===== src/xcvr_rcfg_pkg.sv =====
//==================================================
// Transceiver reconfiguration shared definitions
// DPRIO register map, calibration words, command
// opcodes, host register offsets and command word
//==================================================
package xcvr_rcfg_pkg;

  //==================================================
  // DPRIO register map of the hard transceiver
  //==================================================
  localparam logic [9:0] ADDR_REFCLK0_SCR = 10'h16A; // Refclk scratch byte 0
  localparam logic [9:0] ADDR_REFCLK1_SCR = 10'h16B; // Refclk scratch byte 1
  localparam logic [9:0] ADDR_CGB_SCR     = 10'h117; // CGB scratch, one nibble per PLL
  localparam logic [9:0] ADDR_REFCLK_MUX  = 10'h141; // Refclk mux select
  localparam logic [9:0] ADDR_CGB_MUX     = 10'h111; // CGB mux select
  localparam logic [9:0] ADDR_CAL_REQ     = 10'h100; // Calibration request
  localparam logic [9:0] ADDR_ARB         = 10'h000; // Bus arbitration

  // DCD in bit 7, VOD in bit 5, DFE in bit 2, RO in bit 1
  localparam logic [7:0] CAL_REQ_WORD     = 8'hA6;
  localparam logic [7:0] ARB_RELEASE_WORD = 8'h01;   // Hands the bus to the cal CPU

  // Command opcodes, codes 5 to 7 are refused
  typedef enum logic [2:0] {
    OP_WRITE  = 3'd0,   // Full byte write
    OP_RMW    = 3'd1,   // Masked read-modify-write
    OP_REFCLK = 3'd2,   // Logical refclk select
    OP_CGB    = 3'd3,   // Logical PLL select
    OP_CAL    = 3'd4    // Calibration handover
  } rcfg_op_e;

  // Host register byte offsets
  localparam logic [3:0] REG_CMD    = 4'h0;
  localparam logic [3:0] REG_STATUS = 4'h4;
  localparam logic [3:0] REG_DONE   = 4'h8;

  //==================================================
  // Command word, decoded by opcode in bits 31:29
  //==================================================
  typedef struct packed {
    rcfg_op_e   opcode;
    logic [2:0] pad;
    logic [9:0] addr;     // DPRIO target
    logic [7:0] wdata;
    logic [7:0] mask;     // 1 takes wdata bit, RMW only
  } rcfg_data_cmd_t;

  typedef struct packed {
    rcfg_op_e    opcode;
    logic [25:0] pad;
    logic        refclk_sel;  // Scratch byte 0 or 1
    logic        cgb_sel;     // Low or high nibble
    logic        cal_sel;     // 1 requests cal, 0 releases bus
  } rcfg_sel_cmd_t;

  typedef union packed {
    rcfg_data_cmd_t data_cmd;
    rcfg_sel_cmd_t  sel_cmd;
  } rcfg_cmd_t;

endpackage


===== src/rcfg_avmm_mstr.sv =====
//==================================================
// DPRIO master FSM for one transceiver lane
// Full writes, masked RMW, logical refclk and CGB
// selects and calibration handover
//==================================================
`timescale 1ns/1ps

module rcfg_avmm_mstr (
  input  logic       clk,
  input  logic       reset,
  // Command issuer
  input  logic [9:0] ctrl_addr,
  input  logic [7:0] ctrl_writedata,
  input  logic [7:0] ctrl_datamask,
  input  logic       ctrl_write,
  input  logic       ctrl_rmw,
  input  logic       refclk_req,
  input  logic       cgb_req,
  input  logic       cal_req,
  input  logic       refclk_sel,      // 0 scratch 0, 1 scratch 1
  input  logic       cgb_sel,         // 0 low nibble, 1 high nibble
  input  logic       cal_sel,         // 1 request cal, 0 release bus
  output logic       ctrl_busy,
  // DPRIO bus
  output logic       xcvr_rcfg_write,
  output logic       xcvr_rcfg_read,
  output logic [9:0] xcvr_rcfg_address,
  output logic [7:0] xcvr_rcfg_wrdata,
  input  logic [7:0] xcvr_rcfg_rddata,
  input  logic       xcvr_rcfg_wtrqst
);
  import xcvr_rcfg_pkg::*;

  //==================================================
  // Control FSM
  //==================================================
  typedef enum logic [1:0] {
    CTRL_IDLE,
    CTRL_WR,    // Write transfer on the bus
    CTRL_RD     // Read transfer on the bus
  } ctrl_state_e;

  ctrl_state_e ctrl_state;
  ctrl_state_e ctrl_next_state;
  logic        wr_done;   // Write accepted by the lane
  logic        rd_done;   // Read data valid

  always_ff @(posedge clk or posedge reset) begin
    if (reset)
      ctrl_state <= CTRL_IDLE;
    else
      ctrl_state <= ctrl_next_state;
  end

  always_comb begin
    case (ctrl_state)
      CTRL_IDLE: begin
        if (ctrl_write | cal_req)
          ctrl_next_state = CTRL_WR;
        else if (ctrl_rmw | refclk_req | cgb_req)
          ctrl_next_state = CTRL_RD;   // Read first, write back after
        else
          ctrl_next_state = CTRL_IDLE;
      end
      CTRL_WR: ctrl_next_state = xcvr_rcfg_wtrqst ? CTRL_WR : CTRL_IDLE;
      CTRL_RD: ctrl_next_state = xcvr_rcfg_wtrqst ? CTRL_RD : CTRL_WR;
      default: ctrl_next_state = CTRL_IDLE;
    endcase
  end

  assign ctrl_busy = (ctrl_next_state != CTRL_IDLE);
  assign wr_done   = (ctrl_state == CTRL_WR) & ~xcvr_rcfg_wtrqst;
  assign rd_done   = (ctrl_state == CTRL_RD) & ~xcvr_rcfg_wtrqst;

  //==================================================
  // Operation flags, set by request, cleared by write
  //==================================================
  logic refclk_active;
  logic cgb_active;
  logic rmw_active;
  logic cal_active;
  logic refclk_op;        // Request cycle or later
  logic cgb_op;
  logic cal_op;

  always_ff @(posedge clk or posedge reset) begin
    if (reset) begin
      refclk_active <= 1'b0;
      cgb_active    <= 1'b0;
      rmw_active    <= 1'b0;
      cal_active    <= 1'b0;
    end else if (wr_done) begin
      refclk_active <= 1'b0;
      cgb_active    <= 1'b0;
      rmw_active    <= 1'b0;
      cal_active    <= 1'b0;
    end else begin
      refclk_active <= refclk_active | refclk_req;
      cgb_active    <= cgb_active | cgb_req;
      rmw_active    <= rmw_active | ctrl_rmw;
      cal_active    <= cal_active | cal_req;
    end
  end

  assign refclk_op = refclk_req | refclk_active;
  assign cgb_op    = cgb_req | cgb_active;
  assign cal_op    = cal_req | cal_active;

  //==================================================
  // DPRIO bus outputs
  //==================================================
  always_ff @(posedge clk or posedge reset) begin
    if (reset) begin
      xcvr_rcfg_read  <= 1'b0;
      xcvr_rcfg_write <= 1'b0;
    end else begin
      xcvr_rcfg_read  <= (ctrl_next_state == CTRL_RD);
      xcvr_rcfg_write <= (ctrl_next_state == CTRL_WR);
    end
  end

  // Address per phase, held while the lane waits
  always_ff @(posedge clk) begin
    if (ctrl_next_state == CTRL_RD) begin
      if (refclk_op)
        xcvr_rcfg_address <= refclk_sel ? ADDR_REFCLK1_SCR : ADDR_REFCLK0_SCR;
      else if (cgb_op)
        xcvr_rcfg_address <= ADDR_CGB_SCR;
      else
        xcvr_rcfg_address <= ctrl_addr;         // RMW source
    end else if (ctrl_next_state == CTRL_WR) begin
      if (refclk_active)
        xcvr_rcfg_address <= ADDR_REFCLK_MUX;
      else if (cgb_active)
        xcvr_rcfg_address <= ADDR_CGB_MUX;
      else if (cal_op)
        xcvr_rcfg_address <= cal_sel ? ADDR_CAL_REQ : ADDR_ARB;
      else
        xcvr_rcfg_address <= ctrl_addr;         // Plain write or RMW target
    end
  end

  //==================================================
  // Write data
  //==================================================
  logic [3:0] cgb_nib;     // Chosen logical PLL nibble
  logic [7:0] cgb_data;
  logic [7:0] rmw_data;

  // Nibble bits 2:0 select x1 clock, bit 3 selects xN
  assign cgb_nib  = cgb_sel ? xcvr_rcfg_rddata[7:4] : xcvr_rcfg_rddata[3:0];
  assign cgb_data = {~cgb_nib[3], cgb_nib[1:0], cgb_nib[3], cgb_nib};
  assign rmw_data = (xcvr_rcfg_rddata & ~ctrl_datamask) |
                    (ctrl_writedata   &  ctrl_datamask);

  always_ff @(posedge clk) begin
    if (ctrl_write)
      xcvr_rcfg_wrdata <= ctrl_writedata;
    else if (cal_req)
      xcvr_rcfg_wrdata <= cal_sel ? CAL_REQ_WORD : ARB_RELEASE_WORD;
    else if (rd_done) begin                     // Build write-back from read byte
      if (refclk_active)
        xcvr_rcfg_wrdata <= xcvr_rcfg_rddata;   // Scratch copied unchanged
      else if (cgb_active)
        xcvr_rcfg_wrdata <= cgb_data;
      else if (rmw_active)
        xcvr_rcfg_wrdata <= rmw_data;
    end
  end

endmodule


===== src/rcfg_axil_regs.sv =====
//==================================================
// AXI4-Lite host registers
// CMD launches a command unless busy or illegal,
// STATUS shows busy, DONE counts finished commands
//==================================================
`timescale 1ns/1ps

module rcfg_axil_regs (
  input  logic                     clk,
  input  logic                     reset,
  // AXI4-Lite write channels
  input  logic [3:0]               awaddr,
  input  logic                     awvalid,
  output logic                     awready,
  input  logic [31:0]              wdata,
  input  logic [3:0]               wstrb,
  input  logic                     wvalid,
  output logic                     wready,
  output logic                     bvalid,
  output logic [1:0]               bresp,
  input  logic                     bready,
  // AXI4-Lite read channels
  input  logic [3:0]               araddr,
  input  logic                     arvalid,
  output logic                     arready,
  output logic                     rvalid,
  output logic [31:0]              rdata,
  output logic [1:0]               rresp,
  input  logic                     rready,
  // Command issuer
  output logic                     cmd_valid,
  output xcvr_rcfg_pkg::rcfg_cmd_t cmd_word,
  input  logic                     issue_busy,
  input  logic                     cmd_done
);
  import xcvr_rcfg_pkg::*;

  localparam logic [1:0] RESP_OKAY   = 2'b00;
  localparam logic [1:0] RESP_SLVERR = 2'b10;

  logic        wr_rdy;     // Shared awready and wready
  logic        wr_hs;      // Write address and data accepted
  logic        cmd_hit;    // Write targets CMD
  logic        cmd_ok;     // Command may start
  logic        launch;
  rcfg_cmd_t   wr_cmd;     // Write data seen as a command
  logic [15:0] done_cnt;   // Wraps
  logic [31:0] rd_mux;

  assign awready = wr_rdy;
  assign wready  = wr_rdy;
  assign wr_hs   = wr_rdy & awvalid & wvalid;
  assign wr_cmd  = wdata;
  assign cmd_hit = (awaddr == REG_CMD);

  // Busy engine, partial strobe or opcode 5 to 7 are refused
  assign cmd_ok  = ~issue_busy & (wstrb == 4'hF) & (wr_cmd.data_cmd.opcode <= OP_CAL);
  assign launch  = wr_hs & cmd_hit & cmd_ok;

  //==================================================
  // Write channel
  //==================================================
  always_ff @(posedge clk or posedge reset) begin
    if (reset) begin
      wr_rdy <= 1'b0;
      bvalid <= 1'b0;
      bresp  <= RESP_OKAY;
    end else begin
      wr_rdy <= ~wr_rdy & ~bvalid & awvalid & wvalid; // One-cycle pulse, none while B pends
      if (wr_hs) begin
        bvalid <= 1'b1;
        bresp  <= (cmd_hit & ~cmd_ok) ? RESP_SLVERR : RESP_OKAY; // STATUS and DONE ignore writes
      end else if (bready) begin
        bvalid <= 1'b0;
      end
    end
  end

  always_ff @(posedge clk or posedge reset) begin
    if (reset)
      cmd_valid <= 1'b0;
    else
      cmd_valid <= launch;   // One cycle after the handshake
  end

  always_ff @(posedge clk) begin
    if (launch)
      cmd_word <= wr_cmd;    // Also read back at CMD
  end

  // Completed commands
  always_ff @(posedge clk or posedge reset) begin
    if (reset)
      done_cnt <= 16'd0;
    else if (cmd_done)
      done_cnt <= done_cnt + 16'd1;
  end

  //==================================================
  // Read channel
  //==================================================
  always_comb begin
    case (araddr)
      REG_CMD:    rd_mux = cmd_word;
      REG_STATUS: rd_mux = {31'd0, issue_busy};   // Bit 0 busy
      REG_DONE:   rd_mux = {16'd0, done_cnt};
      default:    rd_mux = 32'd0;
    endcase
  end

  always_ff @(posedge clk or posedge reset) begin
    if (reset) begin
      arready <= 1'b0;
      rvalid  <= 1'b0;
    end else begin
      arready <= ~arready & ~rvalid & arvalid;
      if (arready & arvalid)
        rvalid <= 1'b1;
      else if (rready)
        rvalid <= 1'b0;    // Held until accepted
    end
  end

  always_ff @(posedge clk) begin
    if (arready & arvalid)
      rdata <= rd_mux;
  end

  assign rresp = RESP_OKAY;  // Every offset reads

endmodule


===== src/rcfg_cmd_issue.sv =====
//==================================================
// Command issuer
// Latches operands of an accepted command, fires
// one master request and waits for the master
//==================================================
`timescale 1ns/1ps

module rcfg_cmd_issue (
  input  logic                     clk,
  input  logic                     reset,
  input  logic                     cmd_valid,
  input  xcvr_rcfg_pkg::rcfg_cmd_t cmd_word,
  input  logic                     ctrl_busy,
  output logic                     issue_busy,
  output logic                     cmd_done,
  output logic [9:0]               ctrl_addr,
  output logic [7:0]               ctrl_writedata,
  output logic [7:0]               ctrl_datamask,
  output logic                     ctrl_write,
  output logic                     ctrl_rmw,
  output logic                     refclk_req,
  output logic                     cgb_req,
  output logic                     cal_req,
  output logic                     refclk_sel,
  output logic                     cgb_sel,
  output logic                     cal_sel
);
  import xcvr_rcfg_pkg::*;

  typedef enum logic [1:0] {
    S_IDLE,     // Ready for a command
    S_LAUNCH,   // Request pulse on the bus to the master
    S_WAIT      // Master working
  } issue_state_e;

  issue_state_e state;
  rcfg_op_e     op;
  logic         take;

  assign op         = cmd_word.data_cmd.opcode;   // Same bits in both members
  assign take       = cmd_valid & (state == S_IDLE);
  assign issue_busy = (state != S_IDLE);

  //==================================================
  // Sequencing
  //==================================================
  always_ff @(posedge clk or posedge reset) begin
    if (reset) begin
      state    <= S_IDLE;
      cmd_done <= 1'b0;
    end else begin
      cmd_done <= 1'b0;
      case (state)
        S_IDLE:   if (cmd_valid) state <= S_LAUNCH;
        S_LAUNCH: state <= S_WAIT;
        S_WAIT: begin
          if (!ctrl_busy) begin  // Master back to idle
            state    <= S_IDLE;
            cmd_done <= 1'b1;
          end
        end
        default:  state <= S_IDLE;
      endcase
    end
  end

  // Exactly one request per command
  always_ff @(posedge clk or posedge reset) begin
    if (reset) begin
      ctrl_write <= 1'b0;
      ctrl_rmw   <= 1'b0;
      refclk_req <= 1'b0;
      cgb_req    <= 1'b0;
      cal_req    <= 1'b0;
    end else begin
      ctrl_write <= take & (op == OP_WRITE);
      ctrl_rmw   <= take & (op == OP_RMW);
      refclk_req <= take & (op == OP_REFCLK);
      cgb_req    <= take & (op == OP_CGB);
      cal_req    <= take & (op == OP_CAL);
    end
  end

  // Operands held for the whole command
  always_ff @(posedge clk) begin
    if (take) begin
      case (op)
        OP_WRITE, OP_RMW: begin
          ctrl_addr      <= cmd_word.data_cmd.addr;
          ctrl_writedata <= cmd_word.data_cmd.wdata;
          ctrl_datamask  <= (op == OP_WRITE) ? 8'hFF : cmd_word.data_cmd.mask;
        end
        default: begin           // Logical selects
          refclk_sel <= cmd_word.sel_cmd.refclk_sel;
          cgb_sel    <= cmd_word.sel_cmd.cgb_sel;
          cal_sel    <= cmd_word.sel_cmd.cal_sel;
        end
      endcase
    end
  end

endmodule


===== src/xcvr_rcfg_top.sv =====
//==================================================
// Transceiver reconfiguration engine top level
// AXI4-Lite host port in, DPRIO lane port out
//==================================================
`timescale 1ns/1ps

module xcvr_rcfg_top (
  input  logic        clk,
  input  logic        reset,
  // AXI4-Lite host
  input  logic [3:0]  awaddr,
  input  logic        awvalid,
  output logic        awready,
  input  logic [31:0] wdata,
  input  logic [3:0]  wstrb,
  input  logic        wvalid,
  output logic        wready,
  output logic        bvalid,
  output logic [1:0]  bresp,
  input  logic        bready,
  input  logic [3:0]  araddr,
  input  logic        arvalid,
  output logic        arready,
  output logic        rvalid,
  output logic [31:0] rdata,
  output logic [1:0]  rresp,
  input  logic        rready,
  // DPRIO lane
  output logic        xcvr_rcfg_write,
  output logic        xcvr_rcfg_read,
  output logic [9:0]  xcvr_rcfg_address,
  output logic [7:0]  xcvr_rcfg_wrdata,
  input  logic [7:0]  xcvr_rcfg_rddata,
  input  logic        xcvr_rcfg_wtrqst
);
  import xcvr_rcfg_pkg::*;

  // Register block to issuer
  logic      cmd_valid;
  rcfg_cmd_t cmd_word;
  logic      issue_busy;
  logic      cmd_done;

  // Issuer to master
  logic [9:0] ctrl_addr;
  logic [7:0] ctrl_writedata;
  logic [7:0] ctrl_datamask;
  logic       ctrl_write, ctrl_rmw;
  logic       refclk_req, cgb_req, cal_req;
  logic       refclk_sel, cgb_sel, cal_sel;
  logic       ctrl_busy;

  rcfg_axil_regs u_regs (
    .clk        (clk),
    .reset      (reset),
    .awaddr     (awaddr),
    .awvalid    (awvalid),
    .awready    (awready),
    .wdata      (wdata),
    .wstrb      (wstrb),
    .wvalid     (wvalid),
    .wready     (wready),
    .bvalid     (bvalid),
    .bresp      (bresp),
    .bready     (bready),
    .araddr     (araddr),
    .arvalid    (arvalid),
    .arready    (arready),
    .rvalid     (rvalid),
    .rdata      (rdata),
    .rresp      (rresp),
    .rready     (rready),
    .cmd_valid  (cmd_valid),
    .cmd_word   (cmd_word),
    .issue_busy (issue_busy),
    .cmd_done   (cmd_done)
  );

  rcfg_cmd_issue u_issue (
    .clk            (clk),
    .reset          (reset),
    .cmd_valid      (cmd_valid),
    .cmd_word       (cmd_word),
    .ctrl_busy      (ctrl_busy),
    .issue_busy     (issue_busy),
    .cmd_done       (cmd_done),
    .ctrl_addr      (ctrl_addr),
    .ctrl_writedata (ctrl_writedata),
    .ctrl_datamask  (ctrl_datamask),
    .ctrl_write     (ctrl_write),
    .ctrl_rmw       (ctrl_rmw),
    .refclk_req     (refclk_req),
    .cgb_req        (cgb_req),
    .cal_req        (cal_req),
    .refclk_sel     (refclk_sel),
    .cgb_sel        (cgb_sel),
    .cal_sel        (cal_sel)
  );

  rcfg_avmm_mstr u_mstr (
    .clk               (clk),
    .reset             (reset),
    .ctrl_addr         (ctrl_addr),
    .ctrl_writedata    (ctrl_writedata),
    .ctrl_datamask     (ctrl_datamask),
    .ctrl_write        (ctrl_write),
    .ctrl_rmw          (ctrl_rmw),
    .refclk_req        (refclk_req),
    .cgb_req           (cgb_req),
    .cal_req           (cal_req),
    .refclk_sel        (refclk_sel),
    .cgb_sel           (cgb_sel),
    .cal_sel           (cal_sel),
    .ctrl_busy         (ctrl_busy),
    .xcvr_rcfg_write   (xcvr_rcfg_write),
    .xcvr_rcfg_read    (xcvr_rcfg_read),
    .xcvr_rcfg_address (xcvr_rcfg_address),
    .xcvr_rcfg_wrdata  (xcvr_rcfg_wrdata),
    .xcvr_rcfg_rddata  (xcvr_rcfg_rddata),
    .xcvr_rcfg_wtrqst  (xcvr_rcfg_wtrqst)
  );

endmodule

===== config.mk =====
export PLATFORM = sky130hd
export DESIGN_NAME = xcvr_rcfg_top
export DESIGN_NICKNAME = d
export VERILOG_FILES = /design/src/xcvr_rcfg_pkg.sv /design/src/rcfg_avmm_mstr.sv /design/src/rcfg_axil_regs.sv /design/src/rcfg_cmd_issue.sv /design/src/xcvr_rcfg_top.sv
export SDC_FILE = /design/constraint.sdc
export NUM_CORES = 1
export LEC_CHECK = 0
export BUFFER_PORTS_ARGS = -buffer_cell sky130_fd_sc_hd__buf_4
export CAP_MARGIN = 10
export CORE_MARGIN = 2
export CORE_UTILIZATION = 40
export CTS_CLUSTER_SIZE = 25
export DETAILED_ROUTE_END_ITERATION = 7
export GPL_TIMING_DRIVEN = 0
export PLACE_DENSITY = 0.69
export SYNTH_ARGS = -nofsm -noshare
export SYNTH_HDL_FRONTEND = slang
export SYNTH_SLANG_ARGS = --single-unit

===== constraint.sdc =====
create_clock -name clk -period 6.1 [get_ports clk]
set_clock_uncertainty 0.1 [all_clocks]
set_input_delay 0.61 -clock clk [delete_from_list [all_inputs] [get_ports clk]]
set_output_delay 0.61 -clock clk [all_outputs]
set_load 0.02 [all_outputs]

## Word-level counts from Yosys, hierarchy flattened

Index checks and enable logic that the tools add are counted.
W data, S select, Z words.

| storage, ports and cells | value |
|---|---|
| register bits | 150 |
| word-level logic and storage cells | 143 |
| output and inout bits | 61 |
| bits of input ports | 60 |

| operators by class | value |
|---|---|
| reduce and logical (&&, ||, !) cells | 17 |
| equal/unequal tests | 15 |
| multiplexer cells | 37 |
| add/sub/neg operators | 1 |
| bitwise logic cells | 41 |
| order comparisons | 1 |

Operator list:

| operator | count |
|---|---|
| $pmux W32 S3 | 1 |
| $mux W10 | 7 |
| $mux W8 | 7 |
| $and A1 B1 Y1 | 21 |
| $add A16 B1 Y16 const B | 1 |
| $and A8 B8 Y8 | 2 |
| $mux W1 | 12 |
| $mux W2 | 6 |
| $pmux W2 S3 | 2 |
| $reduce_bool A2 Y1 | 5 |
| $mux W9 | 1 |
| $not A1 Y1 | 9 |
| $eq A4 B4 Y1 const B | 2 |
| $logic_not A4 Y1 | 2 |
| $not A8 Y8 | 1 |
| $or A8 B8 Y8 | 1 |
| $reduce_and A2 Y1 | 4 |
| $or A1 B1 Y1 | 7 |
| $eq A2 B1 Y1 const B | 3 |
| $eq A2 B2 Y1 const B | 3 |
| $eq A3 B2 Y1 const B | 2 |
| $reduce_bool A5 Y1 | 1 |
| $eq A4 B3 Y1 const B | 1 |
| $logic_not A2 Y1 | 2 |
| 8 further kinds | 9 |

## Logic depth before layout (Yosys ltp)

| depth | value |
|---|---|
| depth in word-level cells | 9 |
| gate-level depth with buffers | 11 |
| gate-level depth less buffers | 9 |

## Modules after synthesis

From an unflattened synthesis, not the netlist that was laid out.

| second synthesis, totals | value |
|---|---|
| cell total of the unflattened synthesis | 426 |
| area total of the unflattened synthesis | 6015.8 um^2 |

By module, submodules not included:

| module | instances | cells an instance | area an instance (um^2) |
|---|---|---|---|
| rcfg_axil_regs | 1 | 196 | 3233.1 |
| rcfg_avmm_mstr | 1 | 164 | 1525.2 |
| rcfg_cmd_issue | 1 | 66 | 1257.5 |

## Worst setup path after synthesis

Ideal clock, no wire load.

| timing | value |
|---|---|
| path kind | in2reg |
| from | in awaddr[1] |
| to | reg u_regs.cmd_word[0] in the netlist's numbering (enable) |
| path buffers | 0 |
| slack | 2.148 ns |
| arrival | 3.382 ns |
| cell stages on the path | 2 |
| setup time | 0.470 ns |
| path through | nor4_1 nor3b_1 |

| between the ends | value |
|---|---|
| word-level cells in the longest chain between the ends | 3 |

Ends and longest elaborated chain:

| what | RTL line | RTL |
|---|---|---|
| start: declaration | xcvr_rcfg_top.sv:11 | `input logic [3:0] awaddr,` |
| $logic_not A4 Y1 | rcfg_axil_regs.sv:54 | `assign cmd_hit = (awaddr == REG_CMD);` |
| $and A1 B1 Y1 (2 in a row) | rcfg_axil_regs.sv:58 | `assign launch = wr_hs & cmd_hit & cmd_ok;` |
| named net u_regs.launch | rcfg_axil_regs.sv:45 | `logic launch;` |
| end signal: assignment | rcfg_axil_regs.sv:88 | `cmd_word <= wr_cmd;` |
| end: declaration | rcfg_axil_regs.sv:32 | `output xcvr_rcfg_pkg::rcfg_cmd_t cmd_word,` |

The timed path passes the listed nets, and every way through them passes these cells.
A chain may end at the register's enable or synchronous reset.

## Final worst setup path

| timing | value |
|---|---|
| from | reg u_issue.ctrl_write |
| to | reg u_mstr.xcvr_rcfg_address[0] (data pin) |

| between the ends | value |
|---|---|
| word-level cells in the longest chain between the ends | 5 |

Ends and longest elaborated chain:

| what | RTL line | RTL |
|---|---|---|
| start: declaration | rcfg_cmd_issue.sv:19 | `output logic ctrl_write,` |
| start signal: assignment | rcfg_cmd_issue.sv:76 | `ctrl_write <= take & (op == OP_WRITE);` |
| $or A1 B1 Y1 | rcfg_avmm_mstr.sv:58 | `if (ctrl_write \| cal_req)` |
| $mux W2 | rcfg_avmm_mstr.sv:58 |  |
| $pmux W2 S3 | rcfg_avmm_mstr.sv:56 | `case (ctrl_state)` |
| $eq A2 B2 Y1 | rcfg_avmm_mstr.sv:124 | `if (ctrl_next_state == CTRL_RD) begin` |
| $mux W10 | rcfg_avmm_mstr.sv:124 |  |
| end signal: assignment | rcfg_avmm_mstr.sv:126 | `xcvr_rcfg_address <= refclk_sel ? ADDR_REFCLK1_SCR : ADDR_REFCLK0_SCR;` |
| end signal: assignment | rcfg_avmm_mstr.sv:130 | `xcvr_rcfg_address <= ctrl_addr;` |
| end signal: assignment | rcfg_avmm_mstr.sv:137 | `xcvr_rcfg_address <= cal_sel ? ADDR_CAL_REQ : ADDR_ARB;` |
| end: declaration | rcfg_avmm_mstr.sv:27 | `output logic [9:0] xcvr_rcfg_address,` |

Every way passes these cells.

==> impl_metrics.json <==
{
  "status": "completed",
  "post_cts_resized": 0,
  "antenna_found_initial": 0,
  "max_cap_violations": 0,
  "synth-edff-count": 111,
  "cts-htree-levels": 4,
  "fp.dieH_um": 125,
  "placedCellCount": 719,
  "start_kind": "register",
  "start_util": 0.407,
  "stdcell_area_um2": 7600,
  "ys_warn_count": 0,
  "antenna_left": 0,
  "instances_no_fill": 751,
  "reg2reg_from": "u_issue.ctrl_write$_DFF_PP0_",
  "maxSlewHeadroom": 0.337,
  "finalSetupViolations": 0,
  "hold_viol_final": 0,
  "met1_length_um": 5340,
  "switching_share": 0.217,
  "pre_cts_ws_ns": 3.13,
  "post-cts-setup-buffers": 0,
  "track_usage": 0.167,
  "die_area_um2": 15700,
  "io_pins": 121,
  "layout-drive-gt1-share": 0.310,
  "insertion_delay_ns": 0.42,
  "hold_path.class": "input pin to asynchronous set/reset pin",
  "coreArea_um2": 14500,
  "synth_top_family_by_area": "simple AND/OR/NAND/NOR gates",
  "cellLeakagePower_nw": 3.10,
  "setup_tns_ns": 0,
  "ys_seq_area_frac": 0.727,
  "avgViaCountPerCell": 5.07,
  "num_vias": 3807,
  "wl_um": 12800,
  "ctsLongestPathBuffers": 2,
  "grt_overflow": 0,
  "crit_end": "u_mstr.xcvr_rcfg_address[0]$_DFFE_PP_",
  "syn_to_final_growth_pct": 28.9,
  "rsz0062_at_grt": "no",
  "grt_max_degree": 39,
  "grt_pass1_vias": 3808,
  "drc": 0,
  "cp-startpoint": "u_issue.ctrl_write$_DFF_PP0_",
  "wire_per_inst_um": 17.0,
  "p_total_mw": 2.20,
  "ff2ff_setup_slack_ns": 3.05,
  "combPwrFrac": 0.065,
  "syn_avg_cell_area_um2": 14.3,
  "ctsRootBufferMaster": "clkbuf_16",
  "fin_nets": 618,
  "syn_area_um2": 5900,
  "drtPass1Iterations": 6,
  "hold_slack_ns": 0.246,
  "highest_layer": "met4",
  "placementRows": 44,
  "synth_cell_types": 54,
  "synth_xor_area_frac": 0.0223,
  "synthArstFlopShare": 0.255,
  "power.internal_mw": 1.73,
  "synth_compound_area_frac": 0.0817,
  "yosys.area_share.simple": 0.125,
  "met3_length_um": 669,
  "postPlaceCellArea_um2": 7060,
  "grt_first_pass_wirelength_um": 20100,
  "synth_cells": 413,
  "n_antenna_cell": 0,
  "reg2reg_depth": 10,
  "hold_buffers": 0,
  "arrival_ns": 3.11,
  "synthMuxAreaShare": 0.0123,
  "cts_tree": "done",
  "critPathCaptureType": "register",
  "wl_met2_um": 6350,
  "ys.flop_type": "edfxtp_1",
  "cp.required_ns": 6.16,
  "drtIter0Drc": 267,
  "fin_crit_ns": 3.05,
  "numCtsBuffers": 17,
  "cts.sinks": 149,
  "seqPwrFrac": 0.505,
  "fin_crit_sh": 0.500,
  "finalWorstSetupSlack_ns": 3.05,
  "io_buffers": 117,
  "drv_slew": 0,
  "power_density_nw_per_um2": 290,
  "worst_pin_slew_ns": 0.988,
  "die_w_um": 125,
  "fmax_ghz": 0.328,
  "crit_type": "register to register",
  "synthAdderAreaFrac": 0.00849,
  "dp_hpwl_um": 9440,
  "switching_power_mw": 0.477,
  "final_core_util": 0.525,
  "ys_ff_latch": 149,
  "ir_drop_uv": 175,
  "worstPathMaxFanout": 10,
  "p_clk_frac": 0.429,
  "clk_pin_slew_ns": 0.06,
  "gp_congestion": 0.905,
  "regToRegEndpoint": "u_mstr.xcvr_rcfg_address[0]$_DFFE_PP_"
}
==> critical path: stages (launching register included) <==
cell      delay [ns]
dfrtp_1         0.36
clkbuf_1        0.24
or2_2           0.35
clkbuf_1        0.19
nor2_1          0.16
nor3_1          0.08
a21oi_1         0.21
ha_1            0.28
clkbuf_1        0.33
inv_1           0.15
o31a_1          0.33
==> cell usage after synthesis, drive strengths merged, types with 5 or more instances <==
| cell | number | share of area |
|---|---|---|
| or2 | 10 | 0.011 |
| mux2i | 5 | 0.0085 |
| nor3 | 13 | 0.013 |
| nand2 | 25 | 0.016 |
| xor2 | 7 | 0.010 |
| dfrtp | 38 | 0.16 |
| inv | 13 | 0.0083 |
| and3 | 6 | 0.0064 |
| xnor2 | 8 | 0.012 |
| buf | 6 | 0.0068 |
| nand3 | 5 | 0.0042 |
| nor2 | 38 | 0.024 |
| a22o | 18 | 0.027 |
| clkbuf | 12 | 0.0076 |
| and2 | 17 | 0.018 |
| nand4 | 6 | 0.0074 |
| o21ai | 13 | 0.011 |
| edfxtp | 111 | 0.57 |
| a21oi | 10 | 0.0085 |
==> kinds of logic after synthesis <==
family / count (synthesis)
xor+xnor: 15
fa+ha+maj: 4
other cells: 1
flops: 149
buf+inv: 31
compound gates: 67
simple gates: 139
mux: 7
==> registers in the layout (all words and copies together) (netlist names), 2 cells and up <==
signal and count:
u_mstr.xcvr_rcfg_address 10, u_mstr.ctrl_state 2, u_regs.rdata 32, u_regs.done_cnt 16, u_issue.ctrl_addr 10, u_regs.cmd_word 32, u_mstr.xcvr_rcfg_wrdata 8, u_issue.ctrl_writedata 8
u_issue.state 2, u_issue.ctrl_datamask 8
==> power by group through the flow <==
| stage | sequential [mW] | clock (mW) | combinational [mW] |
|---|---|---|---|
| 3_3_place_gp | 1.13 | 0 | 0.141 |
| 5_1_grt | 1.11 | 1.01 | 0.157 |
| 4_1_cts | 1.11 | 0.966 | 0.145 |
| 3_5_place_dp | 1.13 | 0 | 0.145 |
| 2_1_floorplan | 1.15 | 0 | 0.0600 |
| 6_report | 1.11 | 0.947 | 0.144 |
==> placed cells by master (no fill, tap or decap), types with 3 or more instances in the layout <==
cell type	count
nor3_1	10
nand3_1	5
nor3_2	3
a22o_1	18
xor2_1	7
clkbuf_16	17
clkinv_2	5
a21oi_1	10
nand2b_1	3
clkinvlp_4	3
dfrtp_1	38
nor3b_1	3
a21o_1	3
nand4_1	5
inv_1	12
and3_1	6
ha_1	4
conb_1	3
nor2_1	38
o21ai_0	13
clkbuf_1	13
edfxtp_1	111
and2_1	16
buf_6	3
or2_2	10
xnor2_1	8
nand2_1	25
buf_4	121
mux2i_1	5
==> final cells by class <==
class	instances	area [um2]
Fill cell	1217	6880
Tap cell	184	230
Clock buffer	18	429
Clock inverter	14	111
Timing Repair Buffer	120	912
Sequential cell	149	4280
Inverter	13	48.8
Buffer	18	85.1
Multi-Input combinational cell	235	1500
==> routing by layer <==
metal,up-vias,GRT usage
li1,1800,-
met1,1831,0.202
met2,145,0.280
met3,31,0.0424
met4,0,0.0837
met5,-,0
==> worst min path at each step <==
stage	to	slack, ns	cells after the start	start
4_1_cts	u_regs.cmd_word[3]$_DFFE_PP_	0.25	1	wdata[3]
3_3_place_gp	u_issue.ctrl_addr[5]$_DFFE_PP_	0.33	0	u_regs.cmd_word[21]$_DFFE_PP_
6_report	u_regs.bresp[1]$_DFFE_PP0P_	0.25	2	reset
2_1_floorplan	u_issue.ctrl_addr[0]$_DFFE_PP_	0.32	0	u_regs.cmd_word[16]$_DFFE_PP_
5_1_grt	u_regs.cmd_word[3]$_DFFE_PP_	0.25	1	wdata[3]
3_5_place_dp	u_issue.ctrl_addr[7]$_DFFE_PP_	0.33	0	u_regs.cmd_word[23]$_DFFE_PP_
(Power assumes the default switching activity.)
